<file path="src/serial_rf_pkg.sv">
package serial_rf_pkg;

   // one architectural register value
   typedef logic [31:0] word_t;

   // index into the 32 registers of a lane
   typedef logic [4:0] reg_idx_t;

   typedef logic [1:0] op_t;

   // rd <= imm
   localparam op_t OP_LDI = 2'd0;
   // rd <= rs1 + rs2, carry out dropped
   localparam op_t OP_ADD = 2'd1;
   // rd <= rs1 ^ rs2
   localparam op_t OP_XOR = 2'd2;
   // result <= rs1, no register write
   localparam op_t OP_RD  = 2'd3;

   // lane sequencing, one operation at a time
   typedef enum logic [1:0] {
      ST_IDLE,
      ST_READ,
      ST_RUN,
      ST_DRAIN
   } lane_state_t;

endpackage

</file>
<file path="src/lane_bus.sv">
`timescale 1ns/1ps

// command channel, dispatcher to one lane, four-phase req/ack
interface cmd_bus;
   import serial_rf_pkg::*;

   logic     req;
   logic     ack;
   op_t      op;
   reg_idx_t rd;
   reg_idx_t rs1;
   reg_idx_t rs2;
   word_t    imm;

   modport disp (output req, output op, output rd, output rs1, output rs2, output imm,
                 input ack);
   modport lane (input req, input op, input rd, input rs1, input rs2, input imm,
                 output ack);
endinterface

// result channel, one lane to the collector, four-phase req/ack
interface res_bus;
   import serial_rf_pkg::*;

   logic  req;
   logic  ack;
   word_t data;

   modport lane (output req, output data, input ack);
   modport coll (input req, input data, output ack);
endinterface

</file>
<file path="src/rf_ram.sv">
`timescale 1ns/1ps

module rf_ram #(
   parameter int RAM_W = 8
) (
   input  logic                           i_clk,
   input  logic [$clog2(32*32/RAM_W)-1:0] i_waddr,
   input  logic [RAM_W-1:0]               i_wdata,
   input  logic                           i_wen,
   input  logic [$clog2(32*32/RAM_W)-1:0] i_raddr,
   output logic [RAM_W-1:0]               o_rdata
);
   localparam int DEPTH = 32 * 32 / RAM_W;

   logic [RAM_W-1:0] mem [DEPTH];

   always_ff @(posedge i_clk) begin
      if (i_wen) begin
         mem[i_waddr] <= i_wdata;
      end
      o_rdata <= mem[i_raddr];
   end

endmodule

</file>
<file path="src/rf_ram_if.sv">
`timescale 1ns/1ps

module rf_ram_if #(
   parameter int RAM_W = 8
) (
   input  logic                                  i_clk,
   input  logic                                  i_rst,
   input  logic                                  i_wreq,
   input  logic                                  i_rreq,
   output logic                                  o_rgnt,
   input  serial_rf_pkg::reg_idx_t               i_wreg,
   input  logic                                  i_wen,
   input  logic                                  i_wdata,
   input  serial_rf_pkg::reg_idx_t               i_rreg0,
   input  serial_rf_pkg::reg_idx_t               i_rreg1,
   output logic                                  o_rdata0,
   output logic                                  o_rdata1,
   output logic [$clog2(32*32/RAM_W)-1:0]        o_waddr,
   output logic [RAM_W-1:0]                      o_wdata,
   output logic                                  o_wen,
   output logic [$clog2(32*32/RAM_W)-1:0]        o_raddr,
   input  logic [RAM_W-1:0]                      i_rdata
);
   import serial_rf_pkg::*;

   localparam int L2W = $clog2(RAM_W);

   logic [4:0]       wcnt;
   logic             wgo;
   logic             wreq_r;
   logic             wtrig;
   logic [RAM_W-2:0] wdata_r;

   logic [4:0]       rcnt;
   logic             rreq_r;
   logic             rtrig0;
   logic             rtrig1;
   reg_idx_t         rreg;
   logic [RAM_W-1:0] rdata0;
   logic [RAM_W-2:0] rdata1;

   // write one word once its last bit is on i_wdata
   assign wtrig   = (wcnt[L2W-1:0] == {L2W{1'b1}});
   assign o_wdata = {i_wdata, wdata_r};
   assign o_wen   = wgo & wtrig & i_wen;

   if (RAM_W == 32) begin : g_waddr_full
      assign o_waddr = i_wreg;
   end else begin : g_waddr_part
      assign o_waddr = {i_wreg, wcnt[4:L2W]};
   end

   if (RAM_W > 2) begin : g_wsr_wide
      always_ff @(posedge i_clk) begin
         wdata_r <= {i_wdata, wdata_r[RAM_W-2:1]};
      end
   end else begin : g_wsr_narrow
      always_ff @(posedge i_clk) begin
         wdata_r <= i_wdata;
      end
   end

   // bit 0 of the write stream arrives two cycles after wreq
   always_ff @(posedge i_clk) begin
      if (i_rst) begin
         wcnt   <= 5'd0;
         wgo    <= 1'b0;
         wreq_r <= 1'b0;
      end else begin
         wreq_r <= i_wreq;
         if (wgo) begin
            wcnt <= wcnt + 5'd1;
         end
         if (wreq_r) begin
            wgo <= 1'b1;
         end else if (wgo && wcnt == 5'd31) begin
            wgo <= 1'b0;
         end
      end
   end

   // rs0 word fetched on even slots, rs1 word on the slot after
   assign rtrig0 = (rcnt[L2W-1:0] == L2W'(1));
   assign rreg   = rtrig0 ? i_rreg1 : i_rreg0;

   if (RAM_W == 32) begin : g_raddr_full
      assign o_raddr = rreg;
   end else begin : g_raddr_part
      assign o_raddr = {rreg, rcnt[4:L2W]};
   end

   assign o_rdata0 = rdata0[0];
   assign o_rdata1 = rtrig1 ? i_rdata[0] : rdata1[0];

   always_ff @(posedge i_clk) begin
      if (rtrig0) begin
         rdata0 <= i_rdata;
      end else begin
         rdata0 <= {1'b0, rdata0[RAM_W-1:1]};
      end
   end

   if (RAM_W > 2) begin : g_rsr_wide
      always_ff @(posedge i_clk) begin
         if (rtrig1) begin
            rdata1 <= i_rdata[RAM_W-1:1];
         end else begin
            rdata1 <= {1'b0, rdata1[RAM_W-2:1]};
         end
      end
   end else begin : g_rsr_narrow
      always_ff @(posedge i_clk) begin
         if (rtrig1) begin
            rdata1 <= i_rdata[1];
         end
      end
   end

   // grant two cycles after rreq, first read bit one cycle after grant
   always_ff @(posedge i_clk) begin
      if (i_rst) begin
         rcnt   <= 5'd0;
         rtrig1 <= 1'b0;
         rreq_r <= 1'b0;
         o_rgnt <= 1'b0;
      end else begin
         rtrig1 <= rtrig0;
         rcnt   <= i_rreq ? 5'd0 : rcnt + 5'd1;
         rreq_r <= i_rreq;
         o_rgnt <= rreq_r;
      end
   end

   // serial write bits from the lane must fall inside the running write burst
   a_wen_in_burst: assert property (@(posedge i_clk) disable iff (i_rst)
      i_wen |-> wgo)
      else $error("rf_ram_if: serial write enable outside the write burst");

endmodule

</file>
<file path="src/serial_lane.sv">
`timescale 1ns/1ps

module serial_lane #(
   parameter int RAM_W = 8
) (
   input logic  i_clk,
   input logic  i_rst,
   cmd_bus.lane cmd,
   res_bus.lane res
);
   import serial_rf_pkg::*;

   localparam int AW = $clog2(32 * 32 / RAM_W);

   lane_state_t      state;
   logic             ack_r;
   logic             rreq;
   logic             wreq;
   logic             rgnt;
   logic             res_req;
   logic             carry;
   logic [4:0]       bit_cnt;
   op_t              op_r;
   reg_idx_t         rd_r;
   reg_idx_t         rs1_r;
   reg_idx_t         rs2_r;
   word_t            imm_sr;
   word_t            res_sr;
   logic             a;
   logic             b;
   logic             wbit;
   logic             wen;
   logic [AW-1:0]    waddr;
   logic [AW-1:0]    raddr;
   logic [RAM_W-1:0] ram_wdata;
   logic [RAM_W-1:0] ram_rdata;
   logic             ram_wen;

   assign cmd.ack  = ack_r;
   assign res.req  = res_req;
   assign res.data = res_sr;

   // bit-serial alu, a = rs1 bit, b = rs2 bit
   always_comb begin
      case (op_r)
         OP_LDI:  wbit = imm_sr[0];
         OP_ADD:  wbit = a ^ b ^ carry;
         OP_XOR:  wbit = a ^ b;
         default: wbit = 1'b0;
      endcase
   end

   assign wen = (state == ST_RUN) && (op_r != OP_RD);

   always_ff @(posedge i_clk) begin
      if (i_rst) begin
         state   <= ST_IDLE;
         ack_r   <= 1'b0;
         rreq    <= 1'b0;
         wreq    <= 1'b0;
         res_req <= 1'b0;
         carry   <= 1'b0;
         bit_cnt <= 5'd0;
      end else begin
         rreq <= 1'b0;
         wreq <= rreq;
         case (state)
            ST_IDLE: begin
               if (cmd.req && !ack_r) begin
                  ack_r <= 1'b1;
               end else if (!cmd.req && ack_r) begin
                  ack_r <= 1'b0;
                  rreq  <= 1'b1;
                  state <= ST_READ;
               end
            end
            ST_READ: begin
               bit_cnt <= 5'd0;
               carry   <= 1'b0;
               if (rgnt) begin
                  state <= ST_RUN;
               end
            end
            ST_RUN: begin
               bit_cnt <= bit_cnt + 5'd1;
               carry   <= (a & b) | (carry & (a ^ b));
               if (bit_cnt == 5'd31) begin
                  res_req <= (op_r == OP_RD);
                  state   <= ST_DRAIN;
               end
            end
            ST_DRAIN: begin
               // hold here until the result handshake is fully done
               if (res_req) begin
                  if (res.ack) begin
                     res_req <= 1'b0;
                  end
               end else if (!res.ack) begin
                  state <= ST_IDLE;
               end
            end
            default: state <= ST_IDLE;
         endcase
      end
   end

   always_ff @(posedge i_clk) begin
      if (state == ST_IDLE && cmd.req && !ack_r) begin
         op_r   <= cmd.op;
         rd_r   <= cmd.rd;
         rs1_r  <= cmd.rs1;
         rs2_r  <= cmd.rs2;
         imm_sr <= cmd.imm;
      end else if (state == ST_RUN) begin
         imm_sr <= imm_sr >> 1;
      end
      if (state == ST_RUN) begin
         res_sr <= {a, res_sr[31:1]};
      end
   end

   rf_ram_if #(
      .RAM_W (RAM_W)
   ) rf_ram_if_inst (
      .i_clk    (i_clk),
      .i_rst    (i_rst),
      .i_wreq   (wreq),
      .i_rreq   (rreq),
      .o_rgnt   (rgnt),
      .i_wreg   (rd_r),
      .i_wen    (wen),
      .i_wdata  (wbit),
      .i_rreg0  (rs1_r),
      .i_rreg1  (rs2_r),
      .o_rdata0 (a),
      .o_rdata1 (b),
      .o_waddr  (waddr),
      .o_wdata  (ram_wdata),
      .o_wen    (ram_wen),
      .o_raddr  (raddr),
      .i_rdata  (ram_rdata)
   );

   rf_ram #(
      .RAM_W (RAM_W)
   ) rf_ram_inst (
      .i_clk   (i_clk),
      .i_waddr (waddr),
      .i_wdata (ram_wdata),
      .i_wen   (ram_wen),
      .i_raddr (raddr),
      .o_rdata (ram_rdata)
   );

   a_ack_idle: assert property (@(posedge i_clk) disable iff (i_rst)
      cmd.ack |-> state == ST_IDLE)
      else $error("serial_lane: command ack while busy");

   a_res_drain: assert property (@(posedge i_clk) disable iff (i_rst)
      res.req |-> state == ST_DRAIN)
      else $error("serial_lane: result req outside drain");

endmodule

</file>
<file path="src/flat_wrapper.sv">
// flat-port wrapper written by rule: the top's interface ports become plain ports
module serial_lane_flat import serial_rf_pkg::*;
#(
   parameter int RAM_W = 8
)
  (i_clk, i_rst, cmd_req, cmd_op, cmd_rd, cmd_rs1, cmd_rs2, cmd_imm, cmd_ack, res_req, res_data, res_ack);
  cmd_bus cmd_i ();
  res_bus res_i ();
  input logic i_clk;
  input logic i_rst;
  input wire logic [$bits(cmd_i.req)-1:0] cmd_req;
  input wire logic [$bits(cmd_i.op)-1:0] cmd_op;
  input wire logic [$bits(cmd_i.rd)-1:0] cmd_rd;
  input wire logic [$bits(cmd_i.rs1)-1:0] cmd_rs1;
  input wire logic [$bits(cmd_i.rs2)-1:0] cmd_rs2;
  input wire logic [$bits(cmd_i.imm)-1:0] cmd_imm;
  output wire logic [$bits(cmd_i.ack)-1:0] cmd_ack;
  output wire logic [$bits(res_i.req)-1:0] res_req;
  output wire logic [$bits(res_i.data)-1:0] res_data;
  input wire logic [$bits(res_i.ack)-1:0] res_ack;
  assign cmd_i.req = cmd_req;
  assign cmd_i.op = cmd_op;
  assign cmd_i.rd = cmd_rd;
  assign cmd_i.rs1 = cmd_rs1;
  assign cmd_i.rs2 = cmd_rs2;
  assign cmd_i.imm = cmd_imm;
  assign cmd_ack = cmd_i.ack;
  assign res_req = res_i.req;
  assign res_data = res_i.data;
  assign res_i.ack = res_ack;
  serial_lane #(.RAM_W(RAM_W)) u_core (.i_clk(i_clk), .i_rst(i_rst), .cmd(cmd_i), .res(res_i));
endmodule
</file>
<file path="config.mk">
export PLATFORM = sky130hd
export DESIGN_NAME = serial_lane_flat
export DESIGN_NICKNAME = d
export VERILOG_FILES = /design/src/serial_rf_pkg.sv /design/src/lane_bus.sv /design/src/rf_ram.sv /design/src/rf_ram_if.sv /design/src/serial_lane.sv /design/src/flat_wrapper.sv
export SDC_FILE = /design/constraint.sdc
export NUM_CORES = 1
export LEC_CHECK = 0
export ABC_AREA = 1
export BUFFER_PORTS_ARGS = -buffer_cell sky130_fd_sc_hd__clkbuf_2
export CAP_MARGIN = 20
export CORE_MARGIN = 1
export CORE_UTILIZATION = 50
export DETAILED_ROUTE_END_ITERATION = 6
export PLACE_DENSITY_LB_ADDON = 0.08
export SYNTH_ARGS = -nofsm -noshare
export SYNTH_HDL_FRONTEND = slang
export SYNTH_SLANG_ARGS = --single-unit
</file>
<file path="constraint.sdc">
create_clock -name i_clk -period 15.57 [get_ports i_clk]
set_input_delay 1.557 -clock i_clk [delete_from_list [all_inputs] [get_ports i_clk]]
set_output_delay 1.557 -clock i_clk [all_outputs]
set_load 0.02 [all_outputs]
</file>
==> metrics.yaml <==
slew_viol_final: 0
r2r-end: "u_core.rf_ram_inst.o_rdata[1]"
antenna_found_initial: 0
gr-usage-all-layers_pct: 25.4
drv_cap: 0
max-slew-margin-rel_pct: 19.4
synth-seq-cells: 1160
worstSetupEndpointType: "flip-flop"
tns_ns: 0
drc_errors: 0
dieWidth_um: 307
drt_wl_total_mm: 121
dr_total_vias: 29500
dp_hpwl_mm: 64.7
via_per_inst: 5.56
grt_pass1_wl_mm: 178
clkSinkCount: 1160
synthFlopType: "edfxtp_1"
num_rows: 111
core_um2: 92100
grt_max_degree: 225
worstPathArrival_ns: 4.89
first_pass_iters: 6
synth_nets: 4027
synth_cell_types: 36
tightestPinTransition_ns: 1.21
synthArstFlopShare_pct: 0
required_ns: 16.20
final_layout_size_suffix_gt1_share_pct: 7.98
ff_latch_area_um2: 34300
fillCellCount: 7646
status: "completed"
crit_start: "u_core.rf_ram_if_inst.rcnt[1]"
insertedDiodeCount: 0
seq_area_frac_synth_pct: 73.5
rrSetupSlack_ns: 11.31
cts_setup_buffers: 0
rsz0062_at_grt: "false"
clock.fmax_mhz: 235
dieArea_um2: 94500
synth_cells: 3959
clock_latency_ns: 0.69
fp.dieH_um: 307
routedWlPerCell_um: 22.7
start_kind: "flip-flop"
synthToLayoutAreaGrowth_pct: 10.7
min_period_over_period_pct: 27.4
ff2ff_path_depth: 15
first_global_vias: 28000
ir_worst_vdd_mv: 0.172
cts_buffer_depth: 3
overflow: 0
post-route-min-period_ns: 4.26
cellPowerDensity_nw_per_um2: 159
cts_tree: "built"
syn_area_um2: 46600
cts-root-buf: "clkbuf_16"
crit_type: "reg2reg"
avgSynthCellArea_um2: 11.8
gp_congestion: 0.849
final_nets: 4036
cts_htree_levels: 3
multi_input_area_um2: 11000
clk_pin_slew_ns: 0.06
cts_hold_buf: 0
drt_iter0_markers: 3197
power_mw: 8.22
skew_ns: 0.0296
hold_class: "reg2reg"
cp_max_fo: 57
postCtsResizedCells: 0
synth-edff-count: 1105
setup_viol: 0
ant_nets: 0
hold_viol: 0
portBuffers: 86
start_util_pct: 50.6
r2r_start: "u_core.rf_ram_if_inst.rcnt[1]"
io_pins: 87
yosys_warnings: 0
cts-buffers-inserted: 120
endpoint: "u_core.rf_ram_inst.o_rdata[1]"
power.leakage_nw: 18.4
[report_power, final]
group          total (mW)  switching (mW)  internal [mW]
logic                1.19           0.962          0.226
registers            4.27           0.243           4.02
clock network        2.77            1.16           1.61
[worst max-delay path, cell delays in order, from the launching register on]
cell     delay [ns]
dfxtp_1        0.35
inv_1          0.05
ha_1           0.21
nand2_2        0.46
nand2_1        0.19
nand2_4        0.25
buf_4          0.69
buf_4          0.77
nand3_1        0.23
nand3_1        0.20
nand2_1        0.13
nand2_1        0.09
nand3_1        0.20
nand2_1        0.14
nand2_1        0.07
nand2_1        0.08
[through the flow]
stage / worst slack (ns) / hold slack, ns / instances / util, % / cell area [um2]
6_report: 11.31 / 0.404 / 5316 / 56.1 / 51600
5_1_grt: 11.09 / 0.428 / 5316 / 56.1 / 51600
4_1_cts: 11.39 / 0.404 / 5316 / 56.1 / 51600
3_5_place_dp: 11.40 / 0.396 / 5089 / 51.9 / 47800
3_3_place_gp: 11.39 / 0.390 / 5089 / 51.9 / 47800
2_1_floorplan: 8.01 / 0.388 / 3959 / - / 46600
[layout make-up]
cell class / count / share of cell area, %
clock buffer: 175 / 6.52
timing repair buffer: 126 / 1.49
clock inverter: 52 / 0.826
multi-input combinational: 2510 / 21.3
tap: 1243 / 3.01
sequential: 1160 / 66.5
inverter: 50 / 0.393
[per-layer routing]
layer  vias up  part of all wire [%]  GRT usage, %  routed length [um]
met1     14400                    44          36.3               52600
met5         -                     0             0                   0
met3       220                   6.8          4.59                8180
met4         0                   3.3          8.57                4020
met2      1044                    46          39.2               55700
li1      13900                     -             -                   -
[cell usage in the layout, fill, tap and decap left out, drive strengths merged, types with 4 or more instances in the layout]
master	instances
o21ai	17
nor3	8
clkbuf	261
inv	51
bufinv	7
nand4	4
mux2	10
buf	40
nand3	936
dfxtp	55
edfxtp	1105
nor2	160
clkinv	43
ha	14
a21oi	11
nand2	1334
[cell families after synthesis]
family          share of synthesized area, %
fa+ha+maj                              0.419
buf+inv                                 3.01
mux                                    0.263
simple gates                            22.3
compound gates                         0.451
flops                                   73.5
xor+xnor                              0.0188
[flip-flops by register name, indices dropped and copies added (netlist names), 7 cells and up]
name,count
u_core.rf_ram_inst.mem,1024
u_core.imm_sr,32
u_core.res.data,32
u_core.rf_ram_if_inst.rdata0,8
u_core.rf_ram_inst.o_rdata,8
u_core.rf_ram_if_inst.rdata1,7
u_core.rf_ram_if_inst.wdata_r,7
[synth_stat cells (all sizes together) (2+ instances only)]
master	count	area, um2
nand2	1334	5020
edfxtp	1105	33200
nand3	936	4680
nor2	160	601
buf	159	916
clkbuf	80	300
dfxtp	55	1100
inv	49	184
o21ai	17	96.3
ha	14	175
a21oi	11	55.1
mux2	10	113
nor3	8	40.0
nand4	4	25.0
a31oi	2	12.5
nand3b	2	15.0
o21bai	2	15.0
or2	2	12.5
[worst min-delay path by stage]
stage / from / endpoint / slack (ns) / cells past startpoint
2_1_floorplan: u_core.wreq / u_core.rf_ram_if_inst.o_rgnt / 0.39 / 2
3_3_place_gp: u_core.wreq / u_core.rf_ram_if_inst.o_rgnt / 0.39 / 2
3_5_place_dp: u_core.wreq / u_core.rf_ram_if_inst.o_rgnt / 0.40 / 2
4_1_cts: u_core.wreq / u_core.rf_ram_if_inst.o_rgnt / 0.40 / 2
5_1_grt: u_core.wreq / u_core.rf_ram_if_inst.o_rgnt / 0.43 / 2
6_report: u_core.wreq / u_core.rf_ram_if_inst.o_rgnt / 0.40 / 2
(Power assumes the default switching activity.)
